--- config.mk ---
export PLATFORM = sky130hd
export DESIGN_NAME = rv_alu_core
export DESIGN_NICKNAME = d
export VERILOG_FILES = /design/src/cpu_pkg.sv /design/src/instr_decoder.sv /design/src/register_file.sv /design/src/execute_stage.sv /design/src/rv_alu_core.sv
export VERILOG_INCLUDE_DIRS = /design/src
export SDC_FILE = /design/constraint.sdc
export NUM_CORES = 2
export LEC_CHECK = 0
export BUFFER_PORTS_ARGS = -buffer_cell sky130_fd_sc_hd__buf_2
export CAP_MARGIN = 30
export CORE_ASPECT_RATIO = 0.75
export CORE_MARGIN = 1.5
export CORE_UTILIZATION = 60
export DETAILED_ROUTE_END_ITERATION = 6
export HOLD_SLACK_MARGIN = 0.12
export PLACE_DENSITY_LB_ADDON = 0.1
export SYNTH_ARGS = -nofsm -noshare
export SYNTH_HDL_FRONTEND = slang
export SYNTH_HIERARCHICAL = 1
export SYNTH_SLANG_ARGS = --single-unit
--- constraint.sdc ---
create_clock -name clk -period 8.8 [get_ports clk]
set_input_delay 1.76 -clock clk [delete_from_list [all_inputs] [get_ports clk]]
set_output_delay 1.76 -clock clk [all_outputs]
set_load 0.01 [all_outputs]
--- src/cpu_params.svh ---
`ifndef CPU_PARAMS_SVH
`define CPU_PARAMS_SVH

// Datapath widths
`define XLEN        32
`define REG_ADDR_W  5
`define NUM_REGS    32
`define ALU_SEL_W   4

// Opcodes kept by this core
`define OPC_ARI_R   7'b0110011
`define OPC_ARI_I   7'b0010011
`define OPC_LUI     7'b0110111

// funct3 codes for the integer ALU group
`define F3_ADD_SUB  3'b000
`define F3_SLL      3'b001
`define F3_SLT      3'b010
`define F3_SLTU     3'b011
`define F3_XOR      3'b100
`define F3_SRL_SRA  3'b101
`define F3_OR       3'b110
`define F3_AND      3'b111

// funct7 codes, ALT picks sub and sra
`define F7_BASE     7'b0000000
`define F7_ALT      7'b0100000

// ALU select codes
`define ALU_ADD     4'd0
`define ALU_SUB     4'd1
`define ALU_SLL     4'd2
`define ALU_SLT     4'd3
`define ALU_SLTU    4'd4
`define ALU_XOR     4'd5
`define ALU_SRL     4'd6
`define ALU_SRA     4'd7
`define ALU_OR      4'd8
`define ALU_AND     4'd9
`define ALU_PASS_B  4'd10

`endif

--- src/cpu_pkg.sv ---
`include "cpu_params.svh"

package cpu_pkg;

    // Widths with a meaning of their own
    typedef logic [`XLEN-1:0]       word_t;
    typedef logic [`REG_ADDR_W-1:0] reg_addr_t;
    typedef logic [`ALU_SEL_W-1:0]  alu_sel_t;

    ////////////////////////////////////////////////////////////////////////////
    // Decoded operation, decode to execute
    ////////////////////////////////////////////////////////////////////////////
    typedef struct packed {
        logic      valid;
        // Only set for a nonzero rd
        logic      reg_write;
        reg_addr_t rd;
        reg_addr_t rs1;
        reg_addr_t rs2;
        alu_sel_t  alu_sel;
        logic      use_imm;
        // Operand A forced to zero
        logic      lui_op;
        word_t     imm;
    } decoded_op_t;

    ////////////////////////////////////////////////////////////////////////////
    // Writeback result, also the retirement report
    ////////////////////////////////////////////////////////////////////////////
    typedef struct packed {
        logic      valid;
        reg_addr_t rd;
        word_t     data;
    } wb_t;

endpackage

--- src/instr_decoder.sv ---
`timescale 1ns/1ps
`include "cpu_params.svh"

module instr_decoder (
    input  cpu_pkg::word_t      instr,
    input  logic                instr_valid,
    output cpu_pkg::decoded_op_t dec
);

    // Instruction fields
    logic [6:0]         opcode;
    logic [2:0]         funct3;
    logic [6:0]         funct7;
    cpu_pkg::reg_addr_t rd;

    // Decode results before qualification
    logic              supported;
    cpu_pkg::alu_sel_t alu_sel;
    logic              use_imm;
    logic              lui_op;
    cpu_pkg::word_t    imm;

    assign opcode = instr[6:0];
    assign rd     = instr[11:7];
    assign funct3 = instr[14:12];
    assign funct7 = instr[31:25];

    ////////////////////////////////////////////////////////////////////////////
    // Opcode, funct3 and funct7 to ALU select
    ////////////////////////////////////////////////////////////////////////////
    always_comb begin
        supported = 1'b0;
        alu_sel   = `ALU_PASS_B;
        use_imm   = 1'b0;
        lui_op    = 1'b0;
        // Sign extended I-type immediate
        imm       = {{(`XLEN-12){instr[31]}}, instr[31:20]};

        case (opcode)
            `OPC_ARI_R: begin
                supported = (funct7 == `F7_BASE);
                case (funct3)
                    `F3_ADD_SUB: begin
                        supported = (funct7 == `F7_BASE) || (funct7 == `F7_ALT);
                        alu_sel   = (funct7 == `F7_ALT) ? `ALU_SUB : `ALU_ADD;
                    end
                    `F3_SLL:  alu_sel = `ALU_SLL;
                    `F3_SLT:  alu_sel = `ALU_SLT;
                    `F3_SLTU: alu_sel = `ALU_SLTU;
                    `F3_XOR:  alu_sel = `ALU_XOR;
                    `F3_SRL_SRA: begin
                        supported = (funct7 == `F7_BASE) || (funct7 == `F7_ALT);
                        alu_sel   = (funct7 == `F7_ALT) ? `ALU_SRA : `ALU_SRL;
                    end
                    `F3_OR:   alu_sel = `ALU_OR;
                    default:  alu_sel = `ALU_AND;
                endcase
            end

            `OPC_ARI_I: begin
                supported = 1'b1;
                use_imm   = 1'b1;
                case (funct3)
                    `F3_ADD_SUB: alu_sel = `ALU_ADD;
                    `F3_SLT:     alu_sel = `ALU_SLT;
                    `F3_SLTU:    alu_sel = `ALU_SLTU;
                    `F3_XOR:     alu_sel = `ALU_XOR;
                    `F3_OR:      alu_sel = `ALU_OR;
                    `F3_AND:     alu_sel = `ALU_AND;
                    `F3_SLL: begin
                        supported = (funct7 == `F7_BASE);
                        alu_sel   = `ALU_SLL;
                        imm       = {{(`XLEN-5){1'b0}}, instr[24:20]};
                    end
                    default: begin
                        // srli and srai share funct3, shamt only
                        supported = (funct7 == `F7_BASE) || (funct7 == `F7_ALT);
                        alu_sel   = (funct7 == `F7_ALT) ? `ALU_SRA : `ALU_SRL;
                        imm       = {{(`XLEN-5){1'b0}}, instr[24:20]};
                    end
                endcase
            end

            `OPC_LUI: begin
                supported = 1'b1;
                alu_sel   = `ALU_ADD;
                use_imm   = 1'b1;
                lui_op    = 1'b1;
                imm       = {instr[31:12], 12'b0};
            end

            default: supported = 1'b0;
        endcase
    end

    // Anything unsupported leaves a bubble
    assign dec.valid     = instr_valid && supported;
    assign dec.reg_write = instr_valid && supported && (rd != '0);
    assign dec.rd        = rd;
    assign dec.rs1       = instr[19:15];
    assign dec.rs2       = instr[24:20];
    assign dec.alu_sel   = alu_sel;
    assign dec.use_imm   = use_imm;
    assign dec.lui_op    = lui_op;
    assign dec.imm       = imm;

endmodule

--- src/register_file.sv ---
`timescale 1ns/1ps
`include "cpu_params.svh"

module register_file (
    input  logic               clk,
    input  logic               arst_n,
    input  cpu_pkg::reg_addr_t rs1_addr,
    input  cpu_pkg::reg_addr_t rs2_addr,
    output cpu_pkg::word_t     rs1_data,
    output cpu_pkg::word_t     rs2_data,
    input  cpu_pkg::wb_t       wb
);

    // x0 has no storage
    cpu_pkg::word_t regs [1:`NUM_REGS-1];

    // x0 reads zero, a same-cycle write is passed through
    function automatic cpu_pkg::word_t read_port(
        input cpu_pkg::reg_addr_t addr,
        input cpu_pkg::wb_t       wr,
        input cpu_pkg::word_t     stored
    );
        if (addr == '0) begin
            return '0;
        end else if (wr.valid && (wr.rd == addr)) begin
            return wr.data;
        end
        return stored;
    endfunction

    always_ff @(posedge clk or negedge arst_n) begin
        if (!arst_n) begin
            for (int i = 1; i < `NUM_REGS; i++) begin
                regs[i] <= '0;
            end
        end else if (wb.valid && (wb.rd != '0)) begin
            regs[wb.rd] <= wb.data;
        end
    end

    assign rs1_data = read_port(rs1_addr, wb, regs[rs1_addr]);
    assign rs2_data = read_port(rs2_addr, wb, regs[rs2_addr]);

endmodule

--- src/execute_stage.sv ---
`timescale 1ns/1ps
`include "cpu_params.svh"

module execute_stage (
    input  logic                 clk,
    input  logic                 arst_n,
    input  cpu_pkg::decoded_op_t dec,
    input  cpu_pkg::word_t       rs1_data,
    input  cpu_pkg::word_t       rs2_data,
    output cpu_pkg::wb_t         wb
);

    // Decode to execute register
    cpu_pkg::decoded_op_t ex_op;
    cpu_pkg::word_t       ex_rs1_data;
    cpu_pkg::word_t       ex_rs2_data;

    // Execute stage values
    cpu_pkg::word_t       fwd_rs1;
    cpu_pkg::word_t       fwd_rs2;
    cpu_pkg::word_t       op_a;
    cpu_pkg::word_t       op_b;
    logic [4:0]           shamt;
    cpu_pkg::word_t       alu_result;

    // Writeback register
    logic                 wb_valid;
    cpu_pkg::reg_addr_t   wb_rd;
    cpu_pkg::word_t       wb_data;

    // Takes the writeback value when it targets the source register
    function automatic cpu_pkg::word_t forward(
        input cpu_pkg::reg_addr_t src,
        input cpu_pkg::word_t     reg_value,
        input cpu_pkg::wb_t       wr
    );
        if (wr.valid && (src != '0) && (wr.rd == src)) begin
            return wr.data;
        end
        return reg_value;
    endfunction

    ////////////////////////////////////////////////////////////////////////////
    // Decode to execute
    ////////////////////////////////////////////////////////////////////////////
    always_ff @(posedge clk or negedge arst_n) begin
        if (!arst_n) begin
            ex_op <= '0;
        end else begin
            ex_op <= dec;
        end
    end

    // Operand values only matter for a live op
    always_ff @(posedge clk) begin
        if (dec.valid) begin
            ex_rs1_data <= rs1_data;
            ex_rs2_data <= rs2_data;
        end
    end

    ////////////////////////////////////////////////////////////////////////////
    // Forwarding and ALU
    ////////////////////////////////////////////////////////////////////////////
    assign fwd_rs1 = forward(ex_op.rs1, ex_rs1_data, wb);
    assign fwd_rs2 = forward(ex_op.rs2, ex_rs2_data, wb);

    assign op_a  = ex_op.lui_op ? '0 : fwd_rs1;
    assign op_b  = ex_op.use_imm ? ex_op.imm : fwd_rs2;
    assign shamt = op_b[4:0];

    always_comb begin
        case (ex_op.alu_sel)
            `ALU_ADD:    alu_result = op_a + op_b;
            `ALU_SUB:    alu_result = op_a - op_b;
            `ALU_SLL:    alu_result = op_a << shamt;
            `ALU_SLT:    alu_result = {{(`XLEN-1){1'b0}}, $signed(op_a) < $signed(op_b)};
            `ALU_SLTU:   alu_result = {{(`XLEN-1){1'b0}}, op_a < op_b};
            `ALU_XOR:    alu_result = op_a ^ op_b;
            `ALU_SRL:    alu_result = op_a >> shamt;
            // Arithmetic shift keeps the sign
            `ALU_SRA:    alu_result = $signed(op_a) >>> shamt;
            `ALU_OR:     alu_result = op_a | op_b;
            `ALU_AND:    alu_result = op_a & op_b;
            `ALU_PASS_B: alu_result = op_b;
            default:     alu_result = op_b;
        endcase
    end

    ////////////////////////////////////////////////////////////////////////////
    // Execute to writeback
    ////////////////////////////////////////////////////////////////////////////
    always_ff @(posedge clk or negedge arst_n) begin
        if (!arst_n) begin
            wb_valid <= 1'b0;
        end else begin
            wb_valid <= ex_op.reg_write;
        end
    end

    always_ff @(posedge clk) begin
        if (ex_op.valid) begin
            wb_rd   <= ex_op.rd;
            wb_data <= alu_result;
        end
    end

    assign wb = '{valid: wb_valid, rd: wb_rd, data: wb_data};

endmodule

--- src/rv_alu_core.sv ---
`timescale 1ns/1ps

module rv_alu_core (
    input  logic           clk,
    input  logic           arst_n,
    input  cpu_pkg::word_t instr,
    input  logic           instr_valid,
    output cpu_pkg::wb_t   retire
);

    cpu_pkg::decoded_op_t dec;
    cpu_pkg::word_t       rs1_data;
    cpu_pkg::word_t       rs2_data;

    // Decode, also addresses the register file
    instr_decoder dec0 (
        .instr       (instr),
        .instr_valid (instr_valid),
        .dec         (dec)
    );

    // Writeback comes back from the execute stage
    register_file rf0 (
        .clk      (clk),
        .arst_n   (arst_n),
        .rs1_addr (dec.rs1),
        .rs2_addr (dec.rs2),
        .rs1_data (rs1_data),
        .rs2_data (rs2_data),
        .wb       (retire)
    );

    // Execute and writeback registers
    execute_stage ex0 (
        .clk      (clk),
        .arst_n   (arst_n),
        .dec      (dec),
        .rs1_data (rs1_data),
        .rs2_data (rs2_data),
        .wb       (retire)
    );

endmodule

==> Word-level counts from Yosys, hierarchy flattened <==
Index checks and enable logic that the tools add are counted.
{ "word_totals": {"n_memories": 0, "ramBits": 0, "register_bits": 1149, "elab_cells": 149, "mem_bits_ro": 0, "latchBits": 0, "inputBits": 35, "out_inout_bits": 38} }
{ "op_classes": {"bitwise": 6, "n_mux": 40, "magnitude_cmp": 6, "shifts": 3, "n_reduce_logical": 23, "n_eq_ne": 24, "add_sub_neg": 2, "n_div": 0, "n_mul": 0} }
{ "ops": {"columns": ["operator", "n"], "rows": [
  ["992-bit bitwise mux", 1],
  ["32-bit 2-to-1 mux", 18],
  ["32-bit binary-select mux with 5-bit select", 2],
  ["32-bit case mux with 10 select lines", 1],
  ["32-bit demux with 5-bit select", 1],
  ["32-bit < comparator", 2],
  ["32-bit case mux with 2 select lines", 1],
  ["4-bit case mux with 7 select lines", 2],
  ["32-bit adder", 1],
  ["32-bit AND", 1],
  ["32-bit OR", 1],
  ["32-bit by 5-bit << shifter with 32-bit output", 1],
  ["32-bit by 5-bit right shift with 32-bit output", 1],
  ["32-bit by 5-bit >>> shifter with 32-bit output", 1],
  ["32-bit subtractor", 1],
  ["32-bit XOR", 1],
  ["7-bit by 6-bit == test with 1-bit output, second input constant", 3],
  ["5-bit == test", 4],
  ["5-bit nonzero test", 4],
  ["6-bit greater-or-equal comparator, second input constant", 3],
  ["5-bit inverter with 6-bit output", 3],
  ["4-bit by 3-bit == test with 1-bit output, second input constant", 4],
  ["3-bit == test, second input constant", 4],
  ["4-bit case mux with 3 select lines", 1],
  ["other kinds (18)", 42]
]} }

==> Logic depth before layout (Yosys ltp) <==
{ "depth": {"ltp_word": 8, "ltp_mapped": 22, "ltp_nobuf": 19} }

==> Hierarchy <==
Netlist, hierarchy kept.
{ "by_module_without_submodules": {"columns": ["module", "area_each_um2", "cells_per_inst", "n_inst", "seq_area_each_um2"], "rows": [
  ["register_file", 54851.4, 4136, 1, 24823.8],
  ["execute_stage", 15404.8, 1814, 1, 4434.3],
  ["instr_decoder", 693.2, 101, 1, 0.0]
]} }

==> Worst setup path after synthesis <==
Ideal clock, no wire load.
{ "synth_path": {"path_kind": "input port to flip-flop", "from": "in instr[2]", "to": "reg ex0.ex_rs1_data[0] (enable)", "arrival_ns": 5.390, "required_time_ns": 8.313, "setup_time_ns": 0.487, "path_stages": 5, "n_path_buf": 1, "path_slack_ns": 2.923, "path_cell_list": "buf_2 -> or4b_1 -> nor4_2 -> a211oi_1 -> nor2_1"} }
{ "synth_rtl": {"columns": ["element", "line_no", "source"], "rows": [
  ["start, declared", "rv_alu_core.sv:6", "input cpu_pkg::word_t instr,"],
  ["end signal, assigned", "execute_stage.sv:57", "ex_rs1_data <= rs1_data;"],
  ["end, declared", "execute_stage.sv:15", "cpu_pkg::word_t ex_rs1_data;"]
]} }

==> Final worst setup path <==
{ "layout_path": {"from": "reg ex0.wb_rd[3]", "to": "reg ex0.wb_data[31] (data pin)"} }
{ "layout_between": {"elab_chain_cells": 7, "elab_cells_between_ends": 19, "classes_between": "add/sub: 2; eq/ne: 2; shift: 3; mux: 7; bitwise: 3; reduce/logical: 2"} }
{ "layout_rtl": {"columns": ["element", "line_no", "source"], "rows": [
  ["start, declared", "execute_stage.sv:28", "cpu_pkg::reg_addr_t wb_rd;"],
  ["start signal, assigned", "execute_stage.sv:103", "wb_rd <= ex_op.rd;"],
  ["5-bit == test", "execute_stage.sv:37", "if (wr.valid && (src != '0) && (wr.rd == src)) begin"],
  ["1-bit logical AND", "execute_stage.sv:37", null],
  ["1-bit 2-to-1 mux", "execute_stage.sv:37", null],
  ["32-bit 2-to-1 mux", "execute_stage.sv:40", "return reg_value;"],
  ["32-bit 2-to-1 mux (on tied branches)", "execute_stage.sv:68, execute_stage.sv:69", null],
  ["32-bit subtractor (tied with other cells)", "execute_stage.sv:75", "`ALU_SUB: alu_result = op_a - op_b;"],
  ["32-bit case mux with 10 select lines *", "execute_stage.sv:73", "case (ex_op.alu_sel)"],
  ["via ex0.alu_result[31]", "execute_stage.sv:24", "cpu_pkg::word_t alu_result;"],
  ["end signal, assigned", "execute_stage.sv:104", "wb_data <= alu_result;"],
  ["end, declared", "execute_stage.sv:29", "cpu_pkg::word_t wb_data;"]
]} }
The timed path passes the listed nets; every way through them passes the cells marked *.
A chain may end at the register's enable or synchronous reset.

==> results.txt <==
status = complete, no violations
Cells after Synth = 6051
Worst-path clk slew = 0.06 ns
RR Startpoint = ex0/wb_rd[3]
top_reg_cell synth = dfrtp_1
r2r setup slk = 2.41 ns
setup_tns = 0 ns
Critical Path RT = 9.27 ns
critical-path maximum fanout = 18
I/O pin cnt = 73
largest net degree at the start of global routing = 159
Worst Skew = 0.0597 ns
Synth Warn # = 6
Final Hold Vio Count = 0
routability cong. = 1.08
Leakage = 34.6 nW
post-synth cell types = 113
WL per Instance = 36.0 microns
fin crit period = 6.39 ns
Core ar. = 118000 sq um
die width = 400 microns
DRT iter0 DRCs = 8071
Vias/cell = 7.37
slew margin rel. = 0.157
clk buf depth = 3
CTS Sinks = 1149
DRC viols = 0
critical path type = register to register
Max VDD drop = 0.220 mV
post-CTS setup buffer count = 0
PwrDens = 150 nW/um^2
RSZ-0062 raised after global routing = no
max cap viols = 0
Slew @ Worst Pin = 1.25 ns
Final Max Tran Viols = 0
number of synthesized flops with an enable pin = 101
hold-fix buffers at CTS = 0
gr ovfl total = 0
via count = 55318
Synth-to-Final Area Change = 7.12%
r2r endpoint = ex0/wb_data[31]
Worst setup EP type = register
Num CTS Buffers = 112
post-synthesis sequential area ratio = 0.412
CP startpoint = ex0/wb_rd[3]
global-route wire length before repair = 383000 microns
Hold Startpoint = ex0/ex_op[53]
layout cells sized above 1 = 0.325
setup violators final = 0
wirelength, routed = 270000 microns
Final Core Density = 0.647
Routed Antenna Nets = 0
die height = 301 microns
vias in the first global route = 53020
Initial Utilization = 0.604
startpoint types = register
final worst path period share = 0.727
Post-Syn Nets = 6186
type of the most critical hold path = register to register
fmax = 156 MHz
hold path cells = 0
CTS tree = built
CTS HTree Levels = 3
R2R depth = 17
Layout fillers = 9125
post-cts resize count = 0
Critical Path Sink = ex0/wb_data[31]
Avg Inst Size Synth = 11.7 sq um
antenna violations before repair = 15
Row Count = 109
insertion delay of the later-clocked pin in the worst-skew pair = 0.78 ns
Final nets = 5983
Critical Path AT = 6.86 ns
Port Buffer Count = 72
Root Driver = clkbuf_16
asr flop ratio synth = 0.912
Cell Area, Synth = 70900 sq um
Die ar. = 120000 sq um
gr usage total = 0.442
Initial DRT Pass Iterations = 6
FF+latch count, synth = 1149
HPWL Detailed = 173000 microns
==> cells in the final DEF, fill, tap and decap left out, types with 33 or more instances in the layout <==
| cell type | synthesis | routed |
|---|---|---|
| mux2_2 | 1048 | 1048 |
| dfrtp_1 | 1048 | 1045 |
| mux2i_1 | 617 | 617 |
| nand2_1 | 301 | 283 |
| mux4_2 | 215 | 215 |
| nor2_1 | 229 | 212 |
| o22ai_1 | 193 | 193 |
| buf_4 | 69 | 192 |
| nor3_1 | 165 | 163 |
| o21ai_0 | 149 | 149 |
| a21oi_1 | 148 | 148 |
| clkbuf_16 | 0 | 114 |
| edfxtp_1 | 101 | 101 |
| nand3_1 | 100 | 99 |
| inv_1 | 98 | 98 |
| ha_1 | 98 | 98 |
| nor2b_1 | 97 | 94 |
| a211oi_1 | 85 | 84 |
| a221oi_1 | 74 | 74 |
| buf_2 | 145 | 64 |
| o41ai_2 | 45 | 45 |
| o221ai_1 | 43 | 43 |
| a2111oi_0 | 41 | 41 |
| a21o_1 | 38 | 37 |
| xnor2_1 | 33 | 33 |
==> flip-flops by register name, summed over array words and instances, names as in the netlist <==
name,count
rf0/regs,992
ex0/ex_op,55
ex0/ex_rs1_data,32
ex0/ex_rs2_data,32
ex0/wb_data,32
ex0/wb_rd,5
ex0/wb_valid,1
==> stage by stage <==
step / worst slack (ns) / area [sq um] / hold WS, ns / cells / power (mW)
global route: 2.14 / 76000 / 0.375 / 7496 / 11.7
global placement: 2.82 / 72000 / 0.357 / 7280 / 6.38
detailed placement: 2.62 / 72100 / 0.357 / 7285 / 6.38
floorplan: 2.92 / 70900 / 0.331 / 6051 / 6.02
CTS: 2.59 / 75900 / 0.370 / 7493 / 11.4
finish: 2.41 / 76000 / 0.368 / 7501 / 11.4
==> where the power goes <==
group | leakage, nW | internal (mW) | switching (mW)
combinational | 17.3 | 0.264 | 0.655
sequential | 15.4 | 5.38 | 0.0226
clock | 1.90 | 2.86 | 2.23
==> cells by family (layout without fill, tap and decap cells) <==
group | count (synthesis) | count (layout) | synth area share
simple gates | 1041 | 1041 | 0.0702
xor+xnor | 37 | 37 | 0.00467
flops | 1149 | 1149 | 0.412
mux | 1906 | 1906 | 0.327
other cells | 0 | 5 | 0
fa+ha+maj | 100 | 100 | 0.0178
compound gates | 1116 | 1116 | 0.117
buf+inv | 702 | 593 | 0.0507
==> Yosys cell counts, types with 10 or more instances <==
| cell type | n | area (sq um) |
|---|---|---|
| o21bai_1 | 13 | 97.6 |
| o211ai_1 | 28 | 210 |
| nand2_1 | 301 | 1130 |
| o41ai_2 | 45 | 732 |
| o22ai_1 | 193 | 1210 |
| buf_6 | 38 | 428 |
| nor2_1 | 229 | 860 |
| and2_1 | 16 | 100 |
| xnor2_1 | 33 | 289 |
| a2111oi_0 | 41 | 359 |
| nor4_1 | 15 | 93.8 |
| a211oi_1 | 85 | 638 |
| mux2i_1 | 617 | 6180 |
| mux4_2 | 215 | 4840 |
| nand3_1 | 100 | 500 |
| nor3_1 | 165 | 826 |
| buf_12 | 10 | 200 |
| and3_1 | 11 | 68.8 |
| a21oi_1 | 148 | 741 |
| a32oi_1 | 10 | 87.6 |
| buf_4 | 69 | 518 |
| o31ai_1 | 13 | 97.6 |
| inv_1 | 98 | 368 |
| a31oi_1 | 24 | 150 |
| o21ai_1 | 22 | 110 |
| o221ai_1 | 43 | 377 |
| a21oi_2 | 32 | 280 |
| nor2b_1 | 97 | 607 |
| a21o_1 | 38 | 285 |
| ha_1 | 98 | 1230 |
| buf_2 | 145 | 726 |
| o21ai_0 | 149 | 746 |
| buf_1 | 71 | 267 |
| mux2_1 | 15 | 169 |
| clkbuf_1 | 254 | 953 |
| a22oi_1 | 20 | 150 |
| o41ai_1 | 19 | 166 |
| nand4_1 | 16 | 100 |
| edfxtp_1 | 101 | 3030 |
| dfrtp_1 | 1048 | 26200 |
| a221oi_1 | 74 | 648 |
| a311oi_1 | 16 | 140 |
| mux2_2 | 1048 | 11800 |
| nand2b_1 | 36 | 225 |
==> metal layers <==
layer  share of wire  up-vias  track usage  routed length (microns)
li1                -    22464            -                        -
met1            0.41    28439        0.641                   112000
met2            0.40     3679        0.592                   108000
met3            0.13      732        0.148                    35500
met4           0.053        4        0.204                    14400
met5         0.00011        -            0                       30
==> worst max-delay path, stage by stage, from the launching register on <==
cell      delay (ns)
edfxtp_1        0.67
xnor2_1         0.36
and4_1          0.80
buf_4           0.37
nand3_1         0.12
a21oi_2         0.46
ha_1            0.48
a21oi_1         0.33
o221ai_1        0.22
a211o_1         0.35
nor3_1          0.20
a21oi_2         0.18
a31oi_1         0.56
o311a_1         0.33
o21ai_1         0.13
a21oi_1         0.20
mux2i_1         0.23
a31oi_1         0.10
==> worst min path at each step <==
stage | to
floorplan | ex0/wb_valid
detailed placement | ex0/wb_valid
global route | ex0/wb_valid
CTS | ex0/wb_valid
finish | ex0/wb_valid
global placement | ex0/wb_valid
==> cell type report <==
class	count	area, sq um	area share
Antenna cell	5	12.5	0.000165
Clock inverter	41	527	0.00693
Sequential cell	1149	29300	0.385
Timing Repair Buffer	276	2120	0.0279
Inverter	109	414	0.00545
Clock buffer	167	3320	0.0437
Tap cell	1554	1940	0.0256
Multi-Input combinational cell	4200	38400	0.505
Note: power is estimated with default switching activity, not from simulation.
